===== src/fetchPkg.sv =====
// Fetch stage package with sizes, reset PC and the bundles passed between blocks
package fetchPkg;

    // ----------------------------------------
    // Group and table sizes
    // ----------------------------------------
    localparam int SLOTS       = 4;
    localparam int GROUP_BYTES = 16;
    // Byte offset bits inside one group
    localparam int OFFSET_W    = $clog2(GROUP_BYTES);
    localparam int BTB_LINES   = 16;
    localparam int BTB_INDEX_W = 4;
    // Group address bits above index and offset
    localparam int TAG_W       = 32 - BTB_INDEX_W - OFFSET_W;

    // ----------------------------------------
    // Plain vector types
    // ----------------------------------------
    typedef logic [31:0]                   word_t;
    // Bit 0 is the lowest address in the group
    typedef logic [SLOTS-1:0]              slotMask_t;
    typedef logic [$clog2(SLOTS)-1:0]      slotIdx_t;
    // Saturating direction counter, upper bit means taken
    typedef logic [1:0]                    ctr_t;
    typedef logic [BTB_INDEX_W-1:0]        btbIndex_t;
    typedef logic [TAG_W-1:0]              tag_t;

    // Boot vector, unaligned on purpose so the first group starts at slot 1
    localparam word_t RESET_PC = 32'hBFC00004;

    // ----------------------------------------
    // Bundles
    // ----------------------------------------
    // Predictor to selector
    typedef struct packed {
        slotMask_t         taken;
        word_t [SLOTS-1:0] target;
    } predSlots_t;

    // Branch resolution strobe from the backend
    typedef struct packed {
        logic  valid;
        word_t pc;
        word_t target;
        logic  taken;
    } branchUpdate_t;

    // Group presented by the stage
    typedef struct packed {
        word_t     pc;
        slotMask_t enable;
        logic      taken;
        word_t     target;
        logic      delaySlotOnly;
    } fetchGroup_t;

    // Selector to PC generator and top
    typedef struct packed {
        word_t     nextPc;
        slotMask_t actualEnable;
        logic      taken;
        slotMask_t firstBranch;
    } selectResult_t;

endpackage


===== src/branchFourToOne.sv =====
// Branch selector that finds the first taken slot, trims enables and picks the next PC
`timescale 1ns/10ps

module branchFourToOne (
    input  fetchPkg::word_t         groupPc_i,
    input  fetchPkg::slotMask_t     originEnable_i,
    input  fetchPkg::predSlots_t    pred_i,
    output fetchPkg::selectResult_t select_o
);

    fetchPkg::slotMask_t takenEnabled;
    fetchPkg::slotMask_t firstBranch;
    fetchPkg::slotMask_t branchEnable;
    fetchPkg::word_t     alignedPc;
    fetchPkg::word_t     fifthPc;
    fetchPkg::word_t     seqPc;
    fetchPkg::word_t     branchTarget;
    logic                hasBranch;

    // ----------------------------------------
    // First enabled taken slot
    // ----------------------------------------
    assign takenEnabled = pred_i.taken & originEnable_i;
    // Isolate lowest set bit, lowest slot wins
    assign firstBranch  = takenEnabled & (~takenEnabled + 4'd1);
    assign hasBranch    = |firstBranch;

    // Keep the branch and its delay slot
    // Slot 3 branch leaves its delay slot to the next group
    always_comb begin
        if (firstBranch[0]) begin
            branchEnable = 4'b0011;
        end else if (firstBranch[1]) begin
            branchEnable = 4'b0111;
        end else begin
            branchEnable = 4'b1111;
        end
    end

    // ----------------------------------------
    // Next address
    // ----------------------------------------
    assign alignedPc = {groupPc_i[31:fetchPkg::OFFSET_W], {fetchPkg::OFFSET_W{1'b0}}};
    assign fifthPc   = alignedPc + fetchPkg::word_t'(fetchPkg::GROUP_BYTES);
    // Without slot 3 the group is a lone delay slot, fall through by one word
    assign seqPc     = originEnable_i[fetchPkg::SLOTS-1] ? fifthPc : alignedPc + 32'd4;

    // One-hot target mux
    always_comb begin
        branchTarget = '0;
        for (int s = 0; s < fetchPkg::SLOTS; s++) begin
            branchTarget = branchTarget | ({32{firstBranch[s]}} & pred_i.target[s]);
        end
    end

    assign select_o.nextPc       = hasBranch ? branchTarget : seqPc;
    assign select_o.actualEnable = branchEnable & originEnable_i;
    assign select_o.taken        = hasBranch;
    assign select_o.firstBranch  = firstBranch;

endmodule


===== src/branchPredictor.sv =====
// Direct-mapped branch target buffer with 2-bit counters, four slot lookups per cycle
`timescale 1ns/10ps

module branchPredictor (
    input  logic                    clk,
    input  logic                    reset_i,
    input  fetchPkg::word_t         groupPc_i,
    input  fetchPkg::branchUpdate_t update_i,
    output fetchPkg::predSlots_t    pred_o
);

    // ----------------------------------------
    // Entry storage, one line holds four slots
    // ----------------------------------------
    fetchPkg::slotMask_t validTab  [fetchPkg::BTB_LINES];
    fetchPkg::tag_t      tagTab    [fetchPkg::BTB_LINES][fetchPkg::SLOTS];
    fetchPkg::word_t     targetTab [fetchPkg::BTB_LINES][fetchPkg::SLOTS];
    fetchPkg::ctr_t      ctrTab    [fetchPkg::BTB_LINES][fetchPkg::SLOTS];

    // Lookup fields of the fetched group
    fetchPkg::btbIndex_t rdIdx;
    fetchPkg::tag_t      rdTag;

    // Update side
    fetchPkg::btbIndex_t upIdx;
    fetchPkg::slotIdx_t  upSlot;
    fetchPkg::tag_t      upTag;
    fetchPkg::ctr_t      upCtr;
    fetchPkg::ctr_t      nextCtr;
    logic                upHit;
    logic                upAlloc;
    logic                upTrain;

    // ----------------------------------------
    // Read, purely combinational
    // ----------------------------------------
    assign rdIdx = groupPc_i[fetchPkg::OFFSET_W +: fetchPkg::BTB_INDEX_W];
    assign rdTag = groupPc_i[31 -: fetchPkg::TAG_W];

    always_comb begin
        for (int s = 0; s < fetchPkg::SLOTS; s++) begin
            // Taken only on valid entry, tag hit and counter upper bit
            pred_o.taken[s]  = validTab[rdIdx][s] &&
                               (tagTab[rdIdx][s] == rdTag) &&
                               ctrTab[rdIdx][s][1];
            pred_o.target[s] = targetTab[rdIdx][s];
        end
    end

    // ----------------------------------------
    // Update from branch resolution
    // ----------------------------------------
    assign upIdx  = update_i.pc[fetchPkg::OFFSET_W +: fetchPkg::BTB_INDEX_W];
    // Word slot within the group
    assign upSlot = update_i.pc[3:2];
    assign upTag  = update_i.pc[31 -: fetchPkg::TAG_W];
    assign upHit  = validTab[upIdx][upSlot] && (tagTab[upIdx][upSlot] == upTag);
    assign upCtr  = ctrTab[upIdx][upSlot];

    // Saturating step in the resolved direction
    always_comb begin
        if (update_i.taken) begin
            nextCtr = (upCtr == 2'b11) ? upCtr : upCtr + 2'd1;
        end else begin
            nextCtr = (upCtr == 2'b00) ? upCtr : upCtr - 2'd1;
        end
    end

    // Miss plus not taken leaves the table alone
    assign upAlloc = update_i.valid && !upHit && update_i.taken;
    assign upTrain = update_i.valid && upHit;

    // Valid bits are the only control state
    always_ff @(posedge clk) begin
        if (reset_i) begin
            for (int l = 0; l < fetchPkg::BTB_LINES; l++) begin
                validTab[l] <= '0;
            end
        end else if (upAlloc) begin
            validTab[upIdx][upSlot] <= 1'b1;
        end
    end

    always_ff @(posedge clk) begin
        if (upAlloc) begin
            // New entry starts weakly taken
            tagTab[upIdx][upSlot]    <= upTag;
            targetTab[upIdx][upSlot] <= update_i.target;
            ctrTab[upIdx][upSlot]    <= 2'b10;
        end else if (upTrain) begin
            ctrTab[upIdx][upSlot] <= nextCtr;
            // Refresh target on a taken resolution
            if (update_i.taken) begin
                targetTab[upIdx][upSlot] <= update_i.target;
            end
        end
    end

endmodule


===== src/fetchFront.sv =====
// Fetch-address stage top joining PC generator, target buffer and branch selector
`timescale 1ns/10ps

module fetchFront (
    input  logic                    clk,
    input  logic                    reset_i,
    input  logic                    stall_i,
    input  logic                    redirect_i,
    input  fetchPkg::word_t         redirectPc_i,
    input  fetchPkg::branchUpdate_t update_i,
    output fetchPkg::fetchGroup_t   fetchGroup_o,
    output logic                    fetchValid_o
);

    fetchPkg::word_t         groupPc;
    fetchPkg::slotMask_t     originEnable;
    logic                    delaySlotOnly;
    fetchPkg::predSlots_t    pred;
    fetchPkg::selectResult_t select;

    // ----------------------------------------
    // Stage blocks
    // ----------------------------------------
    fetchPcGen pcGen (
        .clk             (clk),
        .reset_i         (reset_i),
        .stall_i         (stall_i),
        .redirect_i      (redirect_i),
        .redirectPc_i    (redirectPc_i),
        .select_i        (select),
        .groupPc_o       (groupPc),
        .originEnable_o  (originEnable),
        .delaySlotOnly_o (delaySlotOnly),
        .fetchValid_o    (fetchValid_o)
    );

    // Lookup follows the current group in the same cycle
    branchPredictor predictor (
        .clk       (clk),
        .reset_i   (reset_i),
        .groupPc_i (groupPc),
        .update_i  (update_i),
        .pred_o    (pred)
    );

    branchFourToOne selector (
        .groupPc_i      (groupPc),
        .originEnable_i (originEnable),
        .pred_i         (pred),
        .select_o       (select)
    );

    // Output group
    always_comb begin
        fetchGroup_o.pc            = groupPc;
        fetchGroup_o.enable        = select.actualEnable;
        fetchGroup_o.taken         = select.taken;
        fetchGroup_o.target        = select.nextPc;
        fetchGroup_o.delaySlotOnly = delaySlotOnly;
    end

endmodule


===== src/fetchPcGen.sv =====
// Fetch PC register with alignment mask and delay-slot-only sequencing
`timescale 1ns/10ps

module fetchPcGen (
    input  logic                    clk,
    input  logic                    reset_i,
    input  logic                    stall_i,
    input  logic                    redirect_i,
    input  fetchPkg::word_t         redirectPc_i,
    input  fetchPkg::selectResult_t select_i,
    output fetchPkg::word_t         groupPc_o,
    output fetchPkg::slotMask_t     originEnable_o,
    output logic                    delaySlotOnly_o,
    output logic                    fetchValid_o
);

    // START is the single idle cycle after reset
    typedef enum logic [1:0] {
        START,
        RUN,
        DELAY_SLOT
    } pcState_e;

    pcState_e            pcState;
    fetchPkg::word_t     fetchPc;
    // Branch target held across the delay-slot group
    fetchPkg::word_t     pendingTarget;
    fetchPkg::word_t     delaySlotPc;
    fetchPkg::slotIdx_t  startSlot;
    logic                advance;
    logic                enterDelaySlot;

    // ----------------------------------------
    // Group address and origin mask
    // ----------------------------------------
    assign groupPc_o   = {fetchPc[31:fetchPkg::OFFSET_W], {fetchPkg::OFFSET_W{1'b0}}};
    assign startSlot   = fetchPc[3:2];
    assign delaySlotPc = groupPc_o + fetchPkg::word_t'(fetchPkg::GROUP_BYTES);

    // Ones from the start slot upward, lone slot 0 for a delay slot
    assign originEnable_o = (pcState == DELAY_SLOT) ? fetchPkg::slotMask_t'(1) :
                            fetchPkg::slotMask_t'({fetchPkg::SLOTS{1'b1}} << startSlot);

    assign delaySlotOnly_o = (pcState == DELAY_SLOT);
    assign fetchValid_o    = (pcState != START);

    // Normal group accepted this cycle
    assign advance        = !redirect_i && !stall_i && (pcState == RUN);
    // Branch in slot 3 defers its target by one group
    assign enterDelaySlot = advance && select_i.firstBranch[fetchPkg::SLOTS-1];

    // ----------------------------------------
    // PC and state update
    // ----------------------------------------
    // Priority is redirect, then stall, then prediction
    always_ff @(posedge clk) begin
        if (reset_i) begin
            pcState <= START;
            fetchPc <= fetchPkg::RESET_PC;
        end else if (redirect_i) begin
            // Also drops any pending delay slot
            pcState <= RUN;
            fetchPc <= redirectPc_i;
        end else if (pcState == START) begin
            pcState <= RUN;
        end else if (!stall_i) begin
            if (pcState == DELAY_SLOT) begin
                pcState <= RUN;
                fetchPc <= pendingTarget;
            end else if (enterDelaySlot) begin
                pcState <= DELAY_SLOT;
                fetchPc <= delaySlotPc;
            end else begin
                fetchPc <= select_i.nextPc;
            end
        end
    end

    always_ff @(posedge clk) begin
        if (enterDelaySlot) begin
            pendingTarget <= select_i.nextPc;
        end
    end

endmodule


===== config.mk =====
export PLATFORM = sky130hd
export DESIGN_NAME = fetchFront
export DESIGN_NICKNAME = d
export VERILOG_FILES = /design/src/fetchPkg.sv /design/src/branchFourToOne.sv /design/src/branchPredictor.sv /design/src/fetchFront.sv /design/src/fetchPcGen.sv
export SDC_FILE = /design/constraint.sdc
export NUM_CORES = 2
export LEC_CHECK = 0
export BUFFER_PORTS_ARGS = -buffer_cell sky130_fd_sc_hd__buf_2
export CORE_UTILIZATION = 50
export DETAILED_ROUTE_END_ITERATION = 16
export PLACE_DENSITY = 0.65
export SLEW_MARGIN = 20
export SYNTH_ARGS = -nofsm -noshare
export SYNTH_HDL_FRONTEND = slang
export SYNTH_SLANG_ARGS = --single-unit

===== constraint.sdc =====
create_clock -name clk -period 6.05 [get_ports clk]
set_clock_uncertainty 0.15 [all_clocks]
set_input_delay 0.3025 -clock clk [delete_from_list [all_inputs] [get_ports clk]]
set_output_delay 0.3025 -clock clk [all_outputs]
set_load 0.01 [all_outputs]

==> reports/qor.yml <==
drt:
  totalWireLength_um: 551000
  vias: 94400
  vias_per_cell: 6.85
  ant_nets: 0
  drt_iter0_drc: 13700
  wire_per_inst_um: 40.0
  dr.pass1.iters: 9
  drc: 0
timing:
  fin_setup_tns_ps: -1220
  timing.final.crit_share_pct: 103
  tightestPinTransition_ps: 1220
  setup_viol: 18
  final.setup.worst_slack_ps: -165
  slew_headroom_pct: 18.6
  slew_viol_final: 0
  fmax_mhz: 161
  period_needed_ps: 6210
  hold_viol_final: 0
  rsz0062_at_grt: "true"
critical_path:
  crit_buf_inv: 8
  worstSetupPathType: "flop to output pin"
  cp-end-kind: "output pin"
  slowest_stage: "or4b_4"
  worst-r2r-setup-slack_ps: 270
  path_common_cell: "buf_12"
  required_ps: 5600
  cp-start-kind: "flop"
  arrival_ps: 5760
  crit_family: "compound AO/OA/AOI/OAI gates"
  max_stage_delay_ps: 640
  path_cells: "buf_16, buf_12, buf_12, buf_16, mux4_2, a221oi_4, xnor2_2, o2111ai_2, nor4_2, or4b_4, buf_12, buf_12, a311o_1, a31oi_4, a31oi_4, o21ai_1, buf_4, buf_6"
  cp_max_fo: 8
yosys:
  ys_types: 94
  synth.most_common_cell: "edfxtp_1"
  yosys.area.top_type: "edfxtp_1"
  synth.top_cell.area_share_pct: 67.9
  yosysWarnings: 0
  syn_area_per_cell_um2: 20.0
  synth_seq_area_share_pct: 69.1
  synthFlopType: "edfxtp_1"
  syn_inst: 8264
  synthArstFlopShare_pct: 0
  synth_top_cells_by_count: "edfxtp_1, mux4_2, nor2_1, nand2_1, mux2i_1"
  netlist_area_um2: 165000
  synth_seq_cells: 3842
  synth_edf_count: 3742
  synth_area_leaders: "edfxtp_1, mux4_2, mux2i_1, dfxtp_1, nor2_1"
clock_tree:
  clk-insertion-delay-late_ps: 990
  h-tree-depth: 5
  cts_tree: "yes"
  clockBufferDepth: 4
  cts-buffers-inserted: 390
  cts_root_buf: "clkbuf_16"
  clk_pin_slew_worst_paths_ps: 60
  cts_sinks: 3842
power_and_ir_drop:
  finalPower_w: 0.0593
  power_density_nw_per_um2: 306
  leakage_nw: 61.1
  irDropWorstVdd_mv: 0.274
die:
  core_area_um2: 328000
  initial_utilization_pct: 50.4
  die_w_um: 577
  io-pin-count: 173
  fp-row-count: 210
  die_h_um: 577
  die_area_um2: 333000
global_route:
  overflow: 0
  grt.total_usage_pct: 32.9
  grt_max_degree: 143
  grt_pass1_vias: 93000
  grt_pass1_wl_um: 753000
  antenna_found_initial: 37
run_status:
  violations: "negative setup slack"
  status: "finished with violations"
final_layout:
  layout.cells.non_filler: 13800
  syn2layout_area_growth_pct: 17.1
  final_nets: 9190
  fin_util_pct: 59.0
  drive_gt1_share_pct: 36.1
hold_path:
  hp-class: "input port to flop"
place:
  globalplace.congestion: 0.968
  dp.cells: 12800
  dp_hpwl_um: 346000
  post-place-ws_ps: -100
  port_buffers: 164
flow_run:
  drv_cap: 0
-- path summary, 6_finish.rpt --
check | end | from | depth (start not counted)
worst min-delay path | predictor.tagTab[0][57] | update_i[50] | 2
worst max-delay path | fetchGroup_o[3] | flop | 18
worst max register to register | flop | flop | 18
worst min register to register | predictor.validTab[2][3] | predictor.validTab[2][3] | 2
-- layer usage --
metal	vias up	GRT usage [%]	part of all wire [%]
li1	36500	-	-
met1	50200	42.4	35
met2	6441	51.7	47
met3	1357	6.43	10
met4	26	21.5	7.7
met5	-	0	0.030
-- report_power, final --
part / total (W) / switching, W / internal [W]
Clock: 0.0239 / 0.0103 / 0.0136
Sequential: 0.0294 / 0.000118 / 0.0293
Combinational: 0.00599 / 0.00352 / 0.00246
-- layout make-up --
| cell class | count | area [um^2] |
|---|---|---|
| diodes | 26 | 65.1 |
| flip-flops and latches | 3842 | 114000 |
| multi-input cells | 3785 | 50100 |
| clock inverters | 211 | 2030 |
| clock buffers | 502 | 10500 |
| fillers | 23500 | 135000 |
| well taps | 4346 | 5440 |
| inverters | 30 | 154 |
| repair buffers | 1038 | 11000 |
-- flip-flops by register name, summed over array words and instances (netlist names), named ones only --
signal,flops
predictor.targetTab,2048
predictor.tagTab,1536
predictor.ctrTab,128
predictor.validTab,64
pcGen.fetchPc,30
pcGen.pendingTarget,30
pcGen.pcState,2
-- layout by cell type, fill, tap and decap left out, types with 41 or more instances in the layout --
master         count
xor2_1            41
a22oi_1           58
xnor2_1          124
clkbuf_16        399
nor2_1           258
nand2_1          328
buf_4            546
buf_6             45
edfxtp_1        3742
clkinv_1          74
mux2i_1          255
buf_12           187
clkinv_2          70
a21oi_1           96
nand3_1          104
clkbuf_1          89
dfxtp_1           89
nor2b_1           66
o21ai_0           63
mux4_2          1465
dlygate4sd3_1     91
nor2_4           141
buf_2            127
-- kinds of logic after synthesis --
logic type                 share of synthesized area (%)
other                                            0.00227
AOI/OAI and AO/OA                                   2.46
buffers and inverters                               2.01
DFF                                                 69.1
and+or+nand+nor                                     3.57
muxes                                               21.9
adders and majority gates                         0.0197
xor gates and xnor gates                           0.927
-- metrics by stage --
stage | hold slack [ps] | instance area [um^2]
after floorplan | 251 | 165000
after global placement | 318 | 177000
after detailed placement | 324 | 177000
after CTS | 3.42 | 193000
after global routing | 42.0 | 194000
final | 32.3 | 194000
-- timing repair --
item | 4_1_cts | 5_1_grt
hold endpoints to repair | 2465 | 256
gates resized for setup | 298 | 115
buffers inserted | 65 | 44
setup endpoints to repair | 36 | 32
pin swaps | 44 | 41
cloned | 15 | 3
hold buffers | 87 | 4
-- worst register-to-register path: stages, from the launching register on --
cell and delay (ps):
dfxtp_4 370, buf_12 160, buf_4 200, buf_4 160, nor2_4 260, buf_4 250, buf_4 250, a22oi_1 130
a211o_1 280, nand3_1 230, or4b_2 660, nor4_1 270, and4_2 390, nand2_1 230, nor2_1 730, nand2_1 110
nand2_1 100, o22ai_1 80, dlygate4sd3_1 630
Note: power is estimated with default switching activity, not from simulation.
